## src/isa_pkg.sv

```systemverilog
package isa_pkg;

    localparam int XLEN     = 32;
    localparam int PARCEL_W = 16;

    // pc increments for a compressed and a full-width instruction
    localparam logic [XLEN-1:0] ILEN_STEP_C = 32'd2;
    localparam logic [XLEN-1:0] ILEN_STEP_W = 32'd4;

    // major opcodes produced by the expander
    localparam logic [6:0] OPC_ADDI   = 7'b0010011;
    localparam logic [6:0] OPC_LUI    = 7'b0110111;
    localparam logic [6:0] OPC_OP     = 7'b0110011;
    localparam logic [6:0] OPC_LOAD   = 7'b0000011;
    localparam logic [6:0] OPC_STORE  = 7'b0100011;
    localparam logic [6:0] OPC_JAL    = 7'b1101111;
    localparam logic [6:0] OPC_BRANCH = 7'b1100011;
    localparam logic [6:0] OPC_SYSTEM = 7'b1110011;

    localparam logic [XLEN-1:0] EBREAK_WORD = {12'h001, 5'd0, 3'b000, 5'd0, OPC_SYSTEM};

    // quadrant field, parcel[1:0]; 11 marks a full 32-bit instruction
    localparam logic [1:0] C_Q0   = 2'b00;
    localparam logic [1:0] C_Q1   = 2'b01;
    localparam logic [1:0] C_Q2   = 2'b10;
    localparam logic [1:0] C_FULL = 2'b11;

    // funct3 field, parcel[15:13], per quadrant
    localparam logic [2:0] C0_LW   = 3'b010;
    localparam logic [2:0] C0_SW   = 3'b110;
    localparam logic [2:0] C1_ADDI = 3'b000;
    localparam logic [2:0] C1_JAL  = 3'b001;
    localparam logic [2:0] C1_LI   = 3'b010;
    localparam logic [2:0] C1_LUI  = 3'b011;
    localparam logic [2:0] C1_J    = 3'b101;
    localparam logic [2:0] C1_BEQZ = 3'b110;
    localparam logic [2:0] C1_BNEZ = 3'b111;
    localparam logic [2:0] C2_MISC = 3'b100; // jr, mv, ebreak, jalr, add

    localparam logic [2:0] F3_WORD = 3'b010; // lw / sw width
    localparam logic [2:0] F3_ADD  = 3'b000;

    localparam logic [4:0] REG_X0 = 5'd0;
    localparam logic [4:0] REG_RA = 5'd1;
    localparam logic [4:0] REG_SP = 5'd2;

    // rd', rs1', rs2' select x8..x15
    localparam logic [1:0] REG_PRIME_BASE = 2'b01;

    typedef struct packed {
        logic [PARCEL_W-1:0] hi;
        logic [PARCEL_W-1:0] lo;
    } parcel_pair_t;

    // one memory word, seen as a whole instruction or as two halfword parcels
    typedef union packed {
        logic [XLEN-1:0] instr;
        parcel_pair_t    parcel;
    } fetch_word_u;

endpackage

```

## src/fetch_pkg.sv

```systemverilog
package fetch_pkg;

    localparam logic [isa_pkg::XLEN-1:0] RESET_PC = 32'h4000_0000;

    // controller states
    localparam logic [1:0] ST_FETCH    = 2'd0; // stb raised, address from pc
    localparam logic [1:0] ST_WAIT_ACK = 2'd1;
    localparam logic [1:0] ST_DRAIN    = 2'd2; // cycle overtaken by a redirect
    localparam logic [1:0] ST_ISSUE    = 2'd3;

    typedef struct packed {
        logic                     cyc;
        logic                     stb;
        logic [isa_pkg::XLEN-1:0] adr; // byte address, always word aligned
    } wb_req_t;

    typedef struct packed {
        logic                 ack;
        isa_pkg::fetch_word_u dat;
    } wb_rsp_t;

    typedef struct packed {
        logic [isa_pkg::XLEN-1:0] instr;   // expanded when is_c is set
        logic [isa_pkg::XLEN-1:0] pc;
        logic [isa_pkg::XLEN-1:0] pc_next;
        logic                     is_c;
        logic                     illegal;
    } fetch_out_t;

    typedef struct packed {
        logic have_instr; // a whole instruction is available
        logic need_word;  // aligner waits for a memory word
        logic is_c;
    } align_stat_t;

endpackage

```

## src/fetch_ctrl.sv

```systemverilog
module fetch_ctrl (
    input  logic                          clk_i,
    input  logic                          rst_i,
    input  fetch_pkg::align_stat_t        stat_i,
    input  logic [isa_pkg::XLEN-1:0]      pc_i,
    output fetch_pkg::wb_req_t            wb_req_o,
    input  logic                          ack_i,
    output logic                          load_o,
    output logic                          next_word_o,
    output logic                          issue_o,
    output logic                          out_valid_o,
    input  logic                          out_ready_i,
    input  logic                          redirect_i
);

    logic [1:0]               state_q;
    logic [1:0]               state_d;
    logic                     next_word_q; // fetch the word after pc (spill case)
    logic                     flushed_q;   // aligner emptied, nothing loaded since
    logic [isa_pkg::XLEN-1:0] adr_q;
    logic [isa_pkg::XLEN-1:0] fetch_adr;
    logic                     bus_live;

    assign fetch_adr = {pc_i[isa_pkg::XLEN-1:2], 2'b00}
                     + (next_word_q ? isa_pkg::ILEN_STEP_W : '0);

    assign bus_live = (state_q != fetch_pkg::ST_ISSUE);

    assign wb_req_o.cyc = bus_live;
    assign wb_req_o.stb = bus_live;
    assign wb_req_o.adr = (state_q == fetch_pkg::ST_FETCH) ? fetch_adr : adr_q;

    // data of a drained cycle never reaches the aligner
    assign load_o = ack_i && !redirect_i
                 && (state_q == fetch_pkg::ST_FETCH || state_q == fetch_pkg::ST_WAIT_ACK);

    assign out_valid_o = (state_q == fetch_pkg::ST_ISSUE) && stat_i.have_instr;
    assign issue_o     = out_valid_o && out_ready_i && !redirect_i;
    assign next_word_o = next_word_q;

    always_comb begin
        state_d = state_q;
        case (state_q)
            fetch_pkg::ST_FETCH, fetch_pkg::ST_WAIT_ACK: begin
                if (redirect_i) begin
                    state_d = ack_i ? fetch_pkg::ST_ISSUE : fetch_pkg::ST_DRAIN;
                end else if (ack_i) begin
                    state_d = fetch_pkg::ST_ISSUE;
                end else begin
                    state_d = fetch_pkg::ST_WAIT_ACK;
                end
            end
            fetch_pkg::ST_DRAIN: begin
                if (ack_i) state_d = fetch_pkg::ST_ISSUE; // one idle cycle before refetch
            end
            default: begin
                if (redirect_i || stat_i.need_word) state_d = fetch_pkg::ST_FETCH;
            end
        endcase
    end

    always_ff @(posedge clk_i) begin
        if (rst_i) begin
            state_q     <= fetch_pkg::ST_ISSUE; // aligner is empty, so FETCH follows
            next_word_q <= 1'b0;
            flushed_q   <= 1'b1;
        end else begin
            state_q <= state_d;
            if (redirect_i) begin
                next_word_q <= 1'b0;
                flushed_q   <= 1'b1;
            end else begin
                if (load_o) flushed_q <= 1'b0;
                // a full instruction in the upper half waits for the next word
                if (state_q == fetch_pkg::ST_ISSUE && stat_i.need_word) begin
                    next_word_q <= pc_i[1] && !flushed_q;
                end
            end
        end
    end

    // hold the address for the rest of the bus cycle
    always_ff @(posedge clk_i) begin
        if (state_q == fetch_pkg::ST_FETCH) adr_q <= fetch_adr;
    end

endmodule

```

## src/pc_counter.sv

```systemverilog
module pc_counter (
    input  logic                     clk_i,
    input  logic                     rst_i,
    input  logic                     issue_i,
    input  logic                     is_c_i,
    input  logic                     redirect_i,
    input  logic [isa_pkg::XLEN-1:0] redirect_pc_i,
    output logic [isa_pkg::XLEN-1:0] pc_o,
    output logic [isa_pkg::XLEN-1:0] pc_next_o
);

    logic [isa_pkg::XLEN-1:0] pc_q;

    assign pc_o      = pc_q;
    assign pc_next_o = pc_q + (is_c_i ? isa_pkg::ILEN_STEP_C : isa_pkg::ILEN_STEP_W);

    always_ff @(posedge clk_i) begin
        if (rst_i) begin
            pc_q <= fetch_pkg::RESET_PC;
        end else if (redirect_i) begin
            pc_q <= {redirect_pc_i[isa_pkg::XLEN-1:1], 1'b0}; // halfword aligned target
        end else if (issue_i) begin
            pc_q <= pc_next_o;
        end
    end

endmodule

```

## src/parcel_aligner.sv

```systemverilog
module parcel_aligner (
    input  logic                     clk_i,
    input  logic                     rst_i,
    input  logic                     load_i,
    input  logic                     flush_i,
    input  isa_pkg::fetch_word_u     word_i,
    input  logic                     pc_half_i,
    input  logic                     issue_i,
    output fetch_pkg::align_stat_t   stat_o,
    output logic [isa_pkg::XLEN-1:0] raw_o
);

    isa_pkg::fetch_word_u             word_q;
    logic [isa_pkg::PARCEL_W-1:0]     spill_q;  // upper parcel of the previous word
    logic                             word_vld_q;
    logic                             spill_vld_q;
    logic [isa_pkg::PARCEL_W-1:0]     cur_parcel;
    logic                             cur_c;
    logic                             straddle_wait;

    // with a spill held, the instruction starts in the spill register
    always_comb begin
        if (!pc_half_i) begin
            cur_parcel = word_q.parcel.lo;
        end else if (spill_vld_q) begin
            cur_parcel = spill_q;
        end else begin
            cur_parcel = word_q.parcel.hi;
        end
    end

    assign cur_c         = (cur_parcel[1:0] != isa_pkg::C_FULL);
    assign straddle_wait = word_vld_q && pc_half_i && !spill_vld_q && !cur_c;

    assign stat_o.have_instr = word_vld_q && !straddle_wait;
    assign stat_o.need_word  = !word_vld_q || straddle_wait;
    assign stat_o.is_c       = cur_c;

    always_comb begin
        case ({pc_half_i, cur_c})
            2'b01:   raw_o = {{isa_pkg::PARCEL_W{1'b0}}, word_q.parcel.lo}; // aligned compressed
            2'b11:   raw_o = {{isa_pkg::PARCEL_W{1'b0}}, word_q.parcel.hi}; // upper compressed
            2'b10:   raw_o = {word_q.parcel.lo, spill_q};                   // straddling full
            default: raw_o = word_q.instr;                                  // aligned full
        endcase
    end

    always_ff @(posedge clk_i) begin
        if (rst_i || flush_i) begin
            word_vld_q  <= 1'b0;
            spill_vld_q <= 1'b0;
        end else if (load_i) begin
            word_vld_q  <= 1'b1;
            spill_vld_q <= straddle_wait; // old upper half becomes the spill
        end else if (issue_i) begin
            spill_vld_q <= 1'b0;
            // the word is used up once pc steps past its upper half
            if (!spill_vld_q && (pc_half_i == cur_c)) word_vld_q <= 1'b0;
        end
    end

    always_ff @(posedge clk_i) begin
        if (load_i) begin
            word_q  <= word_i;
            spill_q <= word_q.parcel.hi;
        end
    end

endmodule

```

## src/rvc_expander.sv

```systemverilog
module rvc_expander (
    input  logic [isa_pkg::PARCEL_W-1:0] parcel_i,
    output logic [isa_pkg::XLEN-1:0]     instr_o,
    output logic                         illegal_o
);

    logic [1:0] quad;
    logic [2:0] funct3;
    logic [4:0] rd;      // full rd / rs1 field
    logic [4:0] rs2;     // full rs2 field
    logic [4:0] rd_p;    // prime register in [9:7]
    logic [4:0] rs2_p;   // prime register in [4:2]
    logic [4:0] jal_rd;

    assign quad   = parcel_i[1:0];
    assign funct3 = parcel_i[15:13];
    assign rd     = parcel_i[11:7];
    assign rs2    = parcel_i[6:2];
    assign rd_p   = {isa_pkg::REG_PRIME_BASE, parcel_i[9:7]};
    assign rs2_p  = {isa_pkg::REG_PRIME_BASE, parcel_i[4:2]};
    assign jal_rd = (funct3 == isa_pkg::C1_JAL) ? isa_pkg::REG_RA : isa_pkg::REG_X0;

    always_comb begin
        instr_o   = '0;
        illegal_o = 1'b0;
        case (quad)
            isa_pkg::C_Q0: begin
                case (funct3)
                    isa_pkg::C0_LW: instr_o = {5'b0, parcel_i[5], parcel_i[12:10], parcel_i[6],
                                               2'b00, rd_p, isa_pkg::F3_WORD, rs2_p,
                                               isa_pkg::OPC_LOAD};
                    isa_pkg::C0_SW: instr_o = {5'b0, parcel_i[5], parcel_i[12], rs2_p, rd_p,
                                               isa_pkg::F3_WORD, parcel_i[11:10], parcel_i[6],
                                               2'b00, isa_pkg::OPC_STORE};
                    default:        illegal_o = 1'b1;
                endcase
            end
            isa_pkg::C_Q1: begin
                case (funct3)
                    isa_pkg::C1_ADDI: instr_o = {{7{parcel_i[12]}}, parcel_i[6:2], rd,
                                                 isa_pkg::F3_ADD, rd, isa_pkg::OPC_ADDI};
                    isa_pkg::C1_LI:   instr_o = {{7{parcel_i[12]}}, parcel_i[6:2], isa_pkg::REG_X0,
                                                 isa_pkg::F3_ADD, rd, isa_pkg::OPC_ADDI};
                    isa_pkg::C1_LUI: begin
                        if (rd == isa_pkg::REG_SP) begin
                            illegal_o = 1'b1;   // c.addi16sp is outside the subset
                        end else begin
                            instr_o = {{15{parcel_i[12]}}, parcel_i[6:2], rd, isa_pkg::OPC_LUI};
                        end
                    end
                    isa_pkg::C1_J, isa_pkg::C1_JAL: begin
                        // offset scrambled into jal order imm[20|10:1|11|19:12]
                        instr_o = {parcel_i[12], parcel_i[8], parcel_i[10:9], parcel_i[6],
                                   parcel_i[7], parcel_i[2], parcel_i[11], parcel_i[5:3],
                                   {9{parcel_i[12]}}, jal_rd, isa_pkg::OPC_JAL};
                    end
                    isa_pkg::C1_BEQZ, isa_pkg::C1_BNEZ: begin
                        instr_o = {{4{parcel_i[12]}}, parcel_i[6:5], parcel_i[2], isa_pkg::REG_X0,
                                   rd_p, 2'b00, parcel_i[13], parcel_i[11:10], parcel_i[4:3],
                                   parcel_i[12], isa_pkg::OPC_BRANCH}; // bit 13 picks beq / bne
                    end
                    default: illegal_o = 1'b1;
                endcase
            end
            isa_pkg::C_Q2: begin
                if (funct3 != isa_pkg::C2_MISC) begin
                    illegal_o = 1'b1;
                end else if (rs2 != isa_pkg::REG_X0) begin
                    // mv adds to x0, add adds to rd
                    instr_o = {7'b0, rs2, parcel_i[12] ? rd : isa_pkg::REG_X0,
                               isa_pkg::F3_ADD, rd, isa_pkg::OPC_OP};
                end else if (parcel_i[12] && rd == isa_pkg::REG_X0) begin
                    instr_o = isa_pkg::EBREAK_WORD;
                end else begin
                    illegal_o = 1'b1;   // c.jr, c.jalr
                end
            end
            default: illegal_o = 1'b1;  // not a compressed parcel
        endcase
    end

endmodule

```

## src/fetch_top.sv

```systemverilog
module fetch_top (
    input  logic                     clk_i,
    input  logic                     rst_i,
    output fetch_pkg::wb_req_t       wb_req_o,
    input  fetch_pkg::wb_rsp_t       wb_rsp_i,
    output fetch_pkg::fetch_out_t    out_o,
    output logic                     out_valid_o,
    input  logic                     out_ready_i,
    input  logic                     redirect_i,
    input  logic [isa_pkg::XLEN-1:0] redirect_pc_i
);

    fetch_pkg::align_stat_t   stat;
    logic                     load;
    logic                     issue;
    logic [isa_pkg::XLEN-1:0] pc;
    logic [isa_pkg::XLEN-1:0] pc_next;
    logic [isa_pkg::XLEN-1:0] raw;
    logic [isa_pkg::XLEN-1:0] exp_instr;
    logic                     exp_illegal;

    fetch_ctrl u_ctrl (
        .clk_i       (clk_i),
        .rst_i       (rst_i),
        .stat_i      (stat),
        .pc_i        (pc),
        .wb_req_o    (wb_req_o),
        .ack_i       (wb_rsp_i.ack),
        .load_o      (load),
        .next_word_o (),          // spill fetch marker, observed by the bound checks
        .issue_o     (issue),
        .out_valid_o (out_valid_o),
        .out_ready_i (out_ready_i),
        .redirect_i  (redirect_i)
    );

    pc_counter u_pc (
        .clk_i         (clk_i),
        .rst_i         (rst_i),
        .issue_i       (issue),
        .is_c_i        (stat.is_c),
        .redirect_i    (redirect_i),
        .redirect_pc_i (redirect_pc_i),
        .pc_o          (pc),
        .pc_next_o     (pc_next)
    );

    parcel_aligner u_align (
        .clk_i     (clk_i),
        .rst_i     (rst_i),
        .load_i    (load),
        .flush_i   (redirect_i),
        .word_i    (wb_rsp_i.dat),
        .pc_half_i (pc[1]),
        .issue_i   (issue),
        .stat_o    (stat),
        .raw_o     (raw)
    );

    rvc_expander u_rvc (
        .parcel_i  (raw[isa_pkg::PARCEL_W-1:0]),
        .instr_o   (exp_instr),
        .illegal_o (exp_illegal)
    );

    assign out_o.instr   = stat.is_c ? exp_instr : raw;
    assign out_o.pc      = pc;
    assign out_o.pc_next = pc_next;
    assign out_o.is_c    = stat.is_c;
    assign out_o.illegal = stat.is_c && exp_illegal; // full words pass unchecked

endmodule

```

## config.mk

```make
export PLATFORM = sky130hd
export DESIGN_NAME = fetch_top
export DESIGN_NICKNAME = d
export VERILOG_FILES = /design/src/isa_pkg.sv /design/src/fetch_pkg.sv /design/src/fetch_ctrl.sv /design/src/pc_counter.sv /design/src/parcel_aligner.sv /design/src/rvc_expander.sv /design/src/fetch_top.sv
export SDC_FILE = /design/constraint.sdc
export NUM_CORES = 1
export LEC_CHECK = 0
export BUFFER_PORTS_ARGS = -buffer_cell sky130_fd_sc_hd__buf_2
export CAP_MARGIN = 15
export CORE_AREA = 2 2 139 141
export CTS_CLUSTER_SIZE = 14
export DETAILED_ROUTE_END_ITERATION = 6
export DIE_AREA = 0 0 141 143
export GPL_TIMING_DRIVEN = 0
export PLACE_DENSITY_LB_ADDON = 0.1
export SLEW_MARGIN = 10
export SYNTH_ARGS = -nofsm -noshare
export SYNTH_HDL_FRONTEND = slang
export SYNTH_SLANG_ARGS = --single-unit
```

## constraint.sdc

```tcl
create_clock -name clk_i -period 3.8 [get_ports clk_i]
set_input_delay 0.38 -clock clk_i [delete_from_list [all_inputs] [get_ports clk_i]]
set_output_delay 0.38 -clock clk_i [all_outputs]
set_load 0.005 [all_outputs]
```

# Word level (Yosys, flattened, before mapping)
# Index checks and enable logic that the tools add are counted.
dict set report word_totals {
  reg_bits 118
  inputBits 69
  out_inout_bits 133
  wordCells 109
}
dict set report classes {
  addsub 2
  eq_ne 20
  n_mux 36
  n_reduce_logical 41
}
# op count
set ops {}
lappend ops {{two-way mux 32 bit} 7}
lappend ops {{one-hot mux 32 bit (3 select lines)} 2}
lappend ops {{one-hot mux 32 bit (5 select lines)} 1}
lappend ops {{adder 32 bit} 2}
lappend ops {{one-hot mux 27 bit (2 select lines)} 1}
lappend ops {{two-way mux 21 bit} 1}
lappend ops {{logical AND 1 bit} 14}
lappend ops {{two-way mux 1 bit} 12}
lappend ops {{two-way mux 2 bit} 6}
lappend ops {{equality test 2 bit (second input constant)} 5}
lappend ops {{OR reduction 2 bit} 5}
lappend ops {{equality test 3 bit (second input constant)} 3}
lappend ops {{equality test 2 x 1 -> 1 bit (second input constant)} 3}
lappend ops {{equality test 3 x 2 -> 1 bit (second input constant)} 2}
lappend ops {{zero test 1 bit} 6}
lappend ops {{two-way mux 3 bit} 2}
lappend ops {{!= test 2 bit (second input constant)} 3}
lappend ops {{nonzero test 2 bit} 3}
lappend ops {{OR reduction 6 bit} 1}
lappend ops {{equality test 5 x 2 -> 1 bit (second input constant)} 1}
lappend ops {{zero test 5 bit} 1}
lappend ops {{two-way mux 5 bit} 1}
lappend ops {{nonzero test 5 bit} 1}
lappend ops {{zero test 2 bit} 2}
lappend ops {{10 further kinds} 14}

# Depth between registers and ports, before layout
dict set report depth {
  ltp_word 12
  ltp_mapped 16
  depth_no_buf 12
}

# Cells and area by module
# Synthesis repeated with hierarchy kept, for this count alone.
dict set report hier_totals {
  hier_cells 860
  area_unflattened_um2 7773.7
}
# mod instances cells_each area_per_inst_um2 seq_area_each_um2
set modules_own_cells {}
lappend modules_own_cells {pc_counter 1 293 2323.5 620.6}
lappend modules_own_cells {parcel_aligner 1 166 2198.4 1481.4}
lappend modules_own_cells {fetch_ctrl 1 215 1830.5 720.7}
lappend modules_own_cells {rvc_expander 1 149 874.6 0.0}
lappend modules_own_cells {fetch_top 1 37 546.8 0.0}

# Least setup slack after synthesis
# OpenSTA, ideal clock, no wires.
dict set report synth_timing {
  path_type {reg-to-output}
  startpoint {register u_pc.pc_q, in the netlist u_pc.pc_o[1]}
  endpoint {output port out_o[82] in the netlist's numbering}
  arrival_time_ps 3212
  t_required_ps 3420
  path_slack_ps 208
  stages_incl_launch_ff 15
  path_buffers 3
  cell_sequence {dfxtp_1 > inv_1 > and3_1 > a21oi_1 > clkbuf_1 > ha_1 > buf_2 > nor2b_1 > buf_2 > a222oi_1 > and4b_1 > nor4_2 > a32oi_1 > a31o_2 > o221ai_1}
}
# element line
set synth_lines {}
lappend synth_lines {{start: declaration} pc_counter.sv:12} ;# logic [isa_pkg::XLEN-1:0] pc_q;
lappend synth_lines {{start signal: assignment} pc_counter.sv:19} ;# pc_q <= fetch_pkg::RESET_PC;
lappend synth_lines {{start signal: assignment} pc_counter.sv:21} ;# pc_q <= {redirect_pc_i[isa_pkg::XLEN-1:1], 1'b0};
lappend synth_lines {{start signal: assignment} pc_counter.sv:23} ;# pc_q <= pc_next_o;
lappend synth_lines {{end: declaration} fetch_top.sv:6} ;# output fetch_pkg::fetch_out_t out_o,

==> impl_metrics.json <==
{
  "status": "complete, but fails checks",
  "violations": "setup timing",
  "synthTopCellsByArea": "edfxtp_1 21%, dfxtp_1 20%, xnor2_1 5.9%",
  "antenna_found_initial": 3,
  "area_delta_synth_final_pct": 46.8,
  "async_reset_ff_share_pct": 0,
  "clock_latency_ns": 0.43,
  "fin_crit_ns": 4.06,
  "grt_start_max_net_pins": 30,
  "crit_arrival_ns": 3.68,
  "ioPinCount": 202,
  "power_density_nw_per_um2": 388,
  "die_w_um": 141,
  "hp-class": "input port to flop",
  "tightestPinTransition_ns": 0.991,
  "timing.final.hold_violations": 0,
  "fin_nets": 1186,
  "dr.pass1.iters": 5,
  "coreArea_um2": 18600,
  "drc_errors": 0,
  "clkTransAtPathRegs_ns": 0.07,
  "drtIter0Drc": 551,
  "slew_viol_final": 0,
  "cts_tree": "yes",
  "grt_pass1_wl_um": 40900,
  "gr-total-overflow": 0,
  "ctsLongestPathBuffers": 2,
  "path_common_cell": "o21ai_4",
  "ys_seq_area_share_pct": 40.7,
  "die_area_um2": 20200,
  "rsz0062_at_grt": "true",
  "skew_ns": 0.0120,
  "netlist-cell-type-count": 70,
  "ys_ff_latch": 117,
  "grt_use_total_pct": 26.5,
  "cpMaxStageDelayCell": "edfxtp_1",
  "synth_area_um2": 6930,
  "vias": 7392,
  "peakVddDrop_mv": 0.283,
  "root_buffer": "clkbuf_16",
  "cts_hold_buf": 0,
  "die_y_um": 143,
  "slew-limit-headroom_pct": 33.9,
  "hold_slack_ns": 0.119,
  "power.leakage_nw": 4.17,
  "slowest_delay_ns": 0.43,
  "num_rows": 50,
  "post-synth-top-area-fraction_pct": 20.8,
  "yosysTopAreaCell": "edfxtp_1",
  "period_share_pct": 107,
  "setup_violations": 29,
  "ys.flop_type": "dfxtp_1",
  "final_cell_mix": "201 x buf_2, 94 x nor2_1, 89 x nand2_1",
  "synth_warnings": 0,
  "final_common_cell": "buf_2",
  "netlist_instances": 818,
  "p_total_mw": 3.94,
  "ant_nets": 0,
  "crit_fanout": 6,
  "fin_ws_ns": -0.258,
  "synth_enable_flop_cells": 48,
  "drive_gt1_share_pct": 39.7,
  "start_util_pct": 37.3,
  "port_buffers": 197,
  "cp.required_ns": 3.42,
  "cts_buffers": 17,
  "avgSynthCellArea_um2": 8.47,
  "wl_per_cell_um": 20.1,
  "clkSinkCount": 117,
  "timing.fmax_ghz": 0.246,
  "crit_chain": "nand2_2, o21ai_4, a21oi_4, clkinv_4, ha_4, or2_4, buf_8, a222oi_1, buf_4, nand4_4, o21ai_4, buf_6, nor2_1, o21ai_1, o221ai_2, buf_2",
  "avgViaCountPerCell": 5.44,
  "fillCellCount": 1769,
  "cap_viol_max_count": 0,
  "critPathKind": "flop to output pin",
  "wirelength_um": 27400,
  "fin_cells": 1360,
  "place_inst": 1251,
  "dp_hpwl_um": 18900,
  "start_kind": "flop",
  "worstSetupEndpointType": "output pin",
  "cts_htree_levels": 4,
  "fin_setup_tns_ns": -4.40,
  "gp_congestion": 0.912,
  "grt_pass1_vias": 7259
}
power breakdown:
group          internal (mW)  switching (mW)
Clock                  0.921           0.690
Combinational          0.375           0.491
Sequential              1.42          0.0467
flip-flops by register name, summed over array words and instances (netlist names):
register,count
u_align.word_q,32
u_ctrl.flushed_q,1
u_ctrl.next_word_o,1
u_ctrl.state_q,2
u_ctrl.adr_q,32
u_align.word_vld_q,1
u_align.spill_vld_q,1
u_pc.pc_o,31
u_align.spill_q,16
worst paths after layout:
path                           startpoint                     endpoint  slack [ns]  cells after the start
min reg2reg       u_ctrl.adr_q[0]$_DFF_P_      u_ctrl.adr_q[0]$_DFF_P_        0.45                      1
min                           wb_rsp_i[7]  u_align.word_q[7]$_DFFE_PP_        0.12                      1
max          u_align.word_q[17]$_DFFE_PP_                    out_o[82]       -0.26                     16
max reg2reg  u_align.word_q[17]$_DFFE_PP_   u_pc.pc_o[28]$_SDFFE_PP0P_        0.43                     14
layer usage:
layer,vias up,part of all wire [%],global-route usage [%]
li1,3508,-,-
met1,3470,40,31.7
met2,344,49,44.9
met3,70,7.5,6.74
met4,0,4.4,12.7
met5,-,0,0
kinds of logic after synthesis:
group | share of synthesized area [%]
other | 0.0541
multiplexers | 1.63
AO/OA/AOI/OAI | 18.9
adder cells (fa/ha/maj) | 1.55
buffers and inverters | 5.42
flip-flops | 40.7
XOR/XNOR | 10.5
AND/OR/NAND/NOR | 21.2
cell usage after synthesis (5+ instances only):
master and number:
a21oi_1 51, a222oi_1 11, a22oi_1 21, and2_1 5
and3_1 8, and4_1 6, buf_2 10, buf_4 6
clkbuf_1 52, dfxtp_1 69, edfxtp_1 48, ha_1 7
inv_1 10, mux2i_1 9, nand2_1 96, nand3_1 16
nand4_1 15, nor2_1 107, nor3_1 16, o21ai_0 63
o21ai_1 8, o221ai_1 6, o22ai_1 7, o2bb2ai_1 7
or3_1 6, xnor2_1 47, xor2_1 36
critical path: cells and delay by family (launching register included):
| family | cells | cell delay [ns] |
|---|---|---|
| AO/OA/AOI/OAI | 6 | 1.19 |
| adder cells (fa/ha/maj) | 1 | 0.18 |
| buffers and inverters | 5 | 0.80 |
| flip-flops | 1 | 0.43 |
| AND/OR/NAND/NOR | 4 | 0.63 |
final cells by class:
cell class                      count  area (um^2)  area share [%]
Clock inverter                     14          144            1.41
Inverter                           11         48.8           0.480
Sequential cell                   117         2830            27.8
Timing Repair Buffer              274         1650            16.2
Antenna cell                        4         10.0          0.0984
Buffer                             72          372            3.65
Multi-Input combinational cell    616         4400            43.2
Clock buffer                       18          429            4.22
Tap cell                          234          293            2.88
metrics by stage:
step	worst slack (ns)	instance area [um^2]	util, %
after floorplan	0.208	6930	-
after global placement	-1.61	8210	44.2
after detailed placement	-1.45	8230	44.3
after CTS	-0.140	9680	52.1
after global routing	-0.358	10200	54.7
final	-0.258	10200	54.7
what timing repair did:
item	4_1_cts	5_1_grt
cloned	2	0
pin swaps	49	53
setup buffers	53	25
gates resized for setup	122	76
hold endpoints to repair	0	0
setup endpoints to repair	80	50
Power figures use the tool's default switching activity.
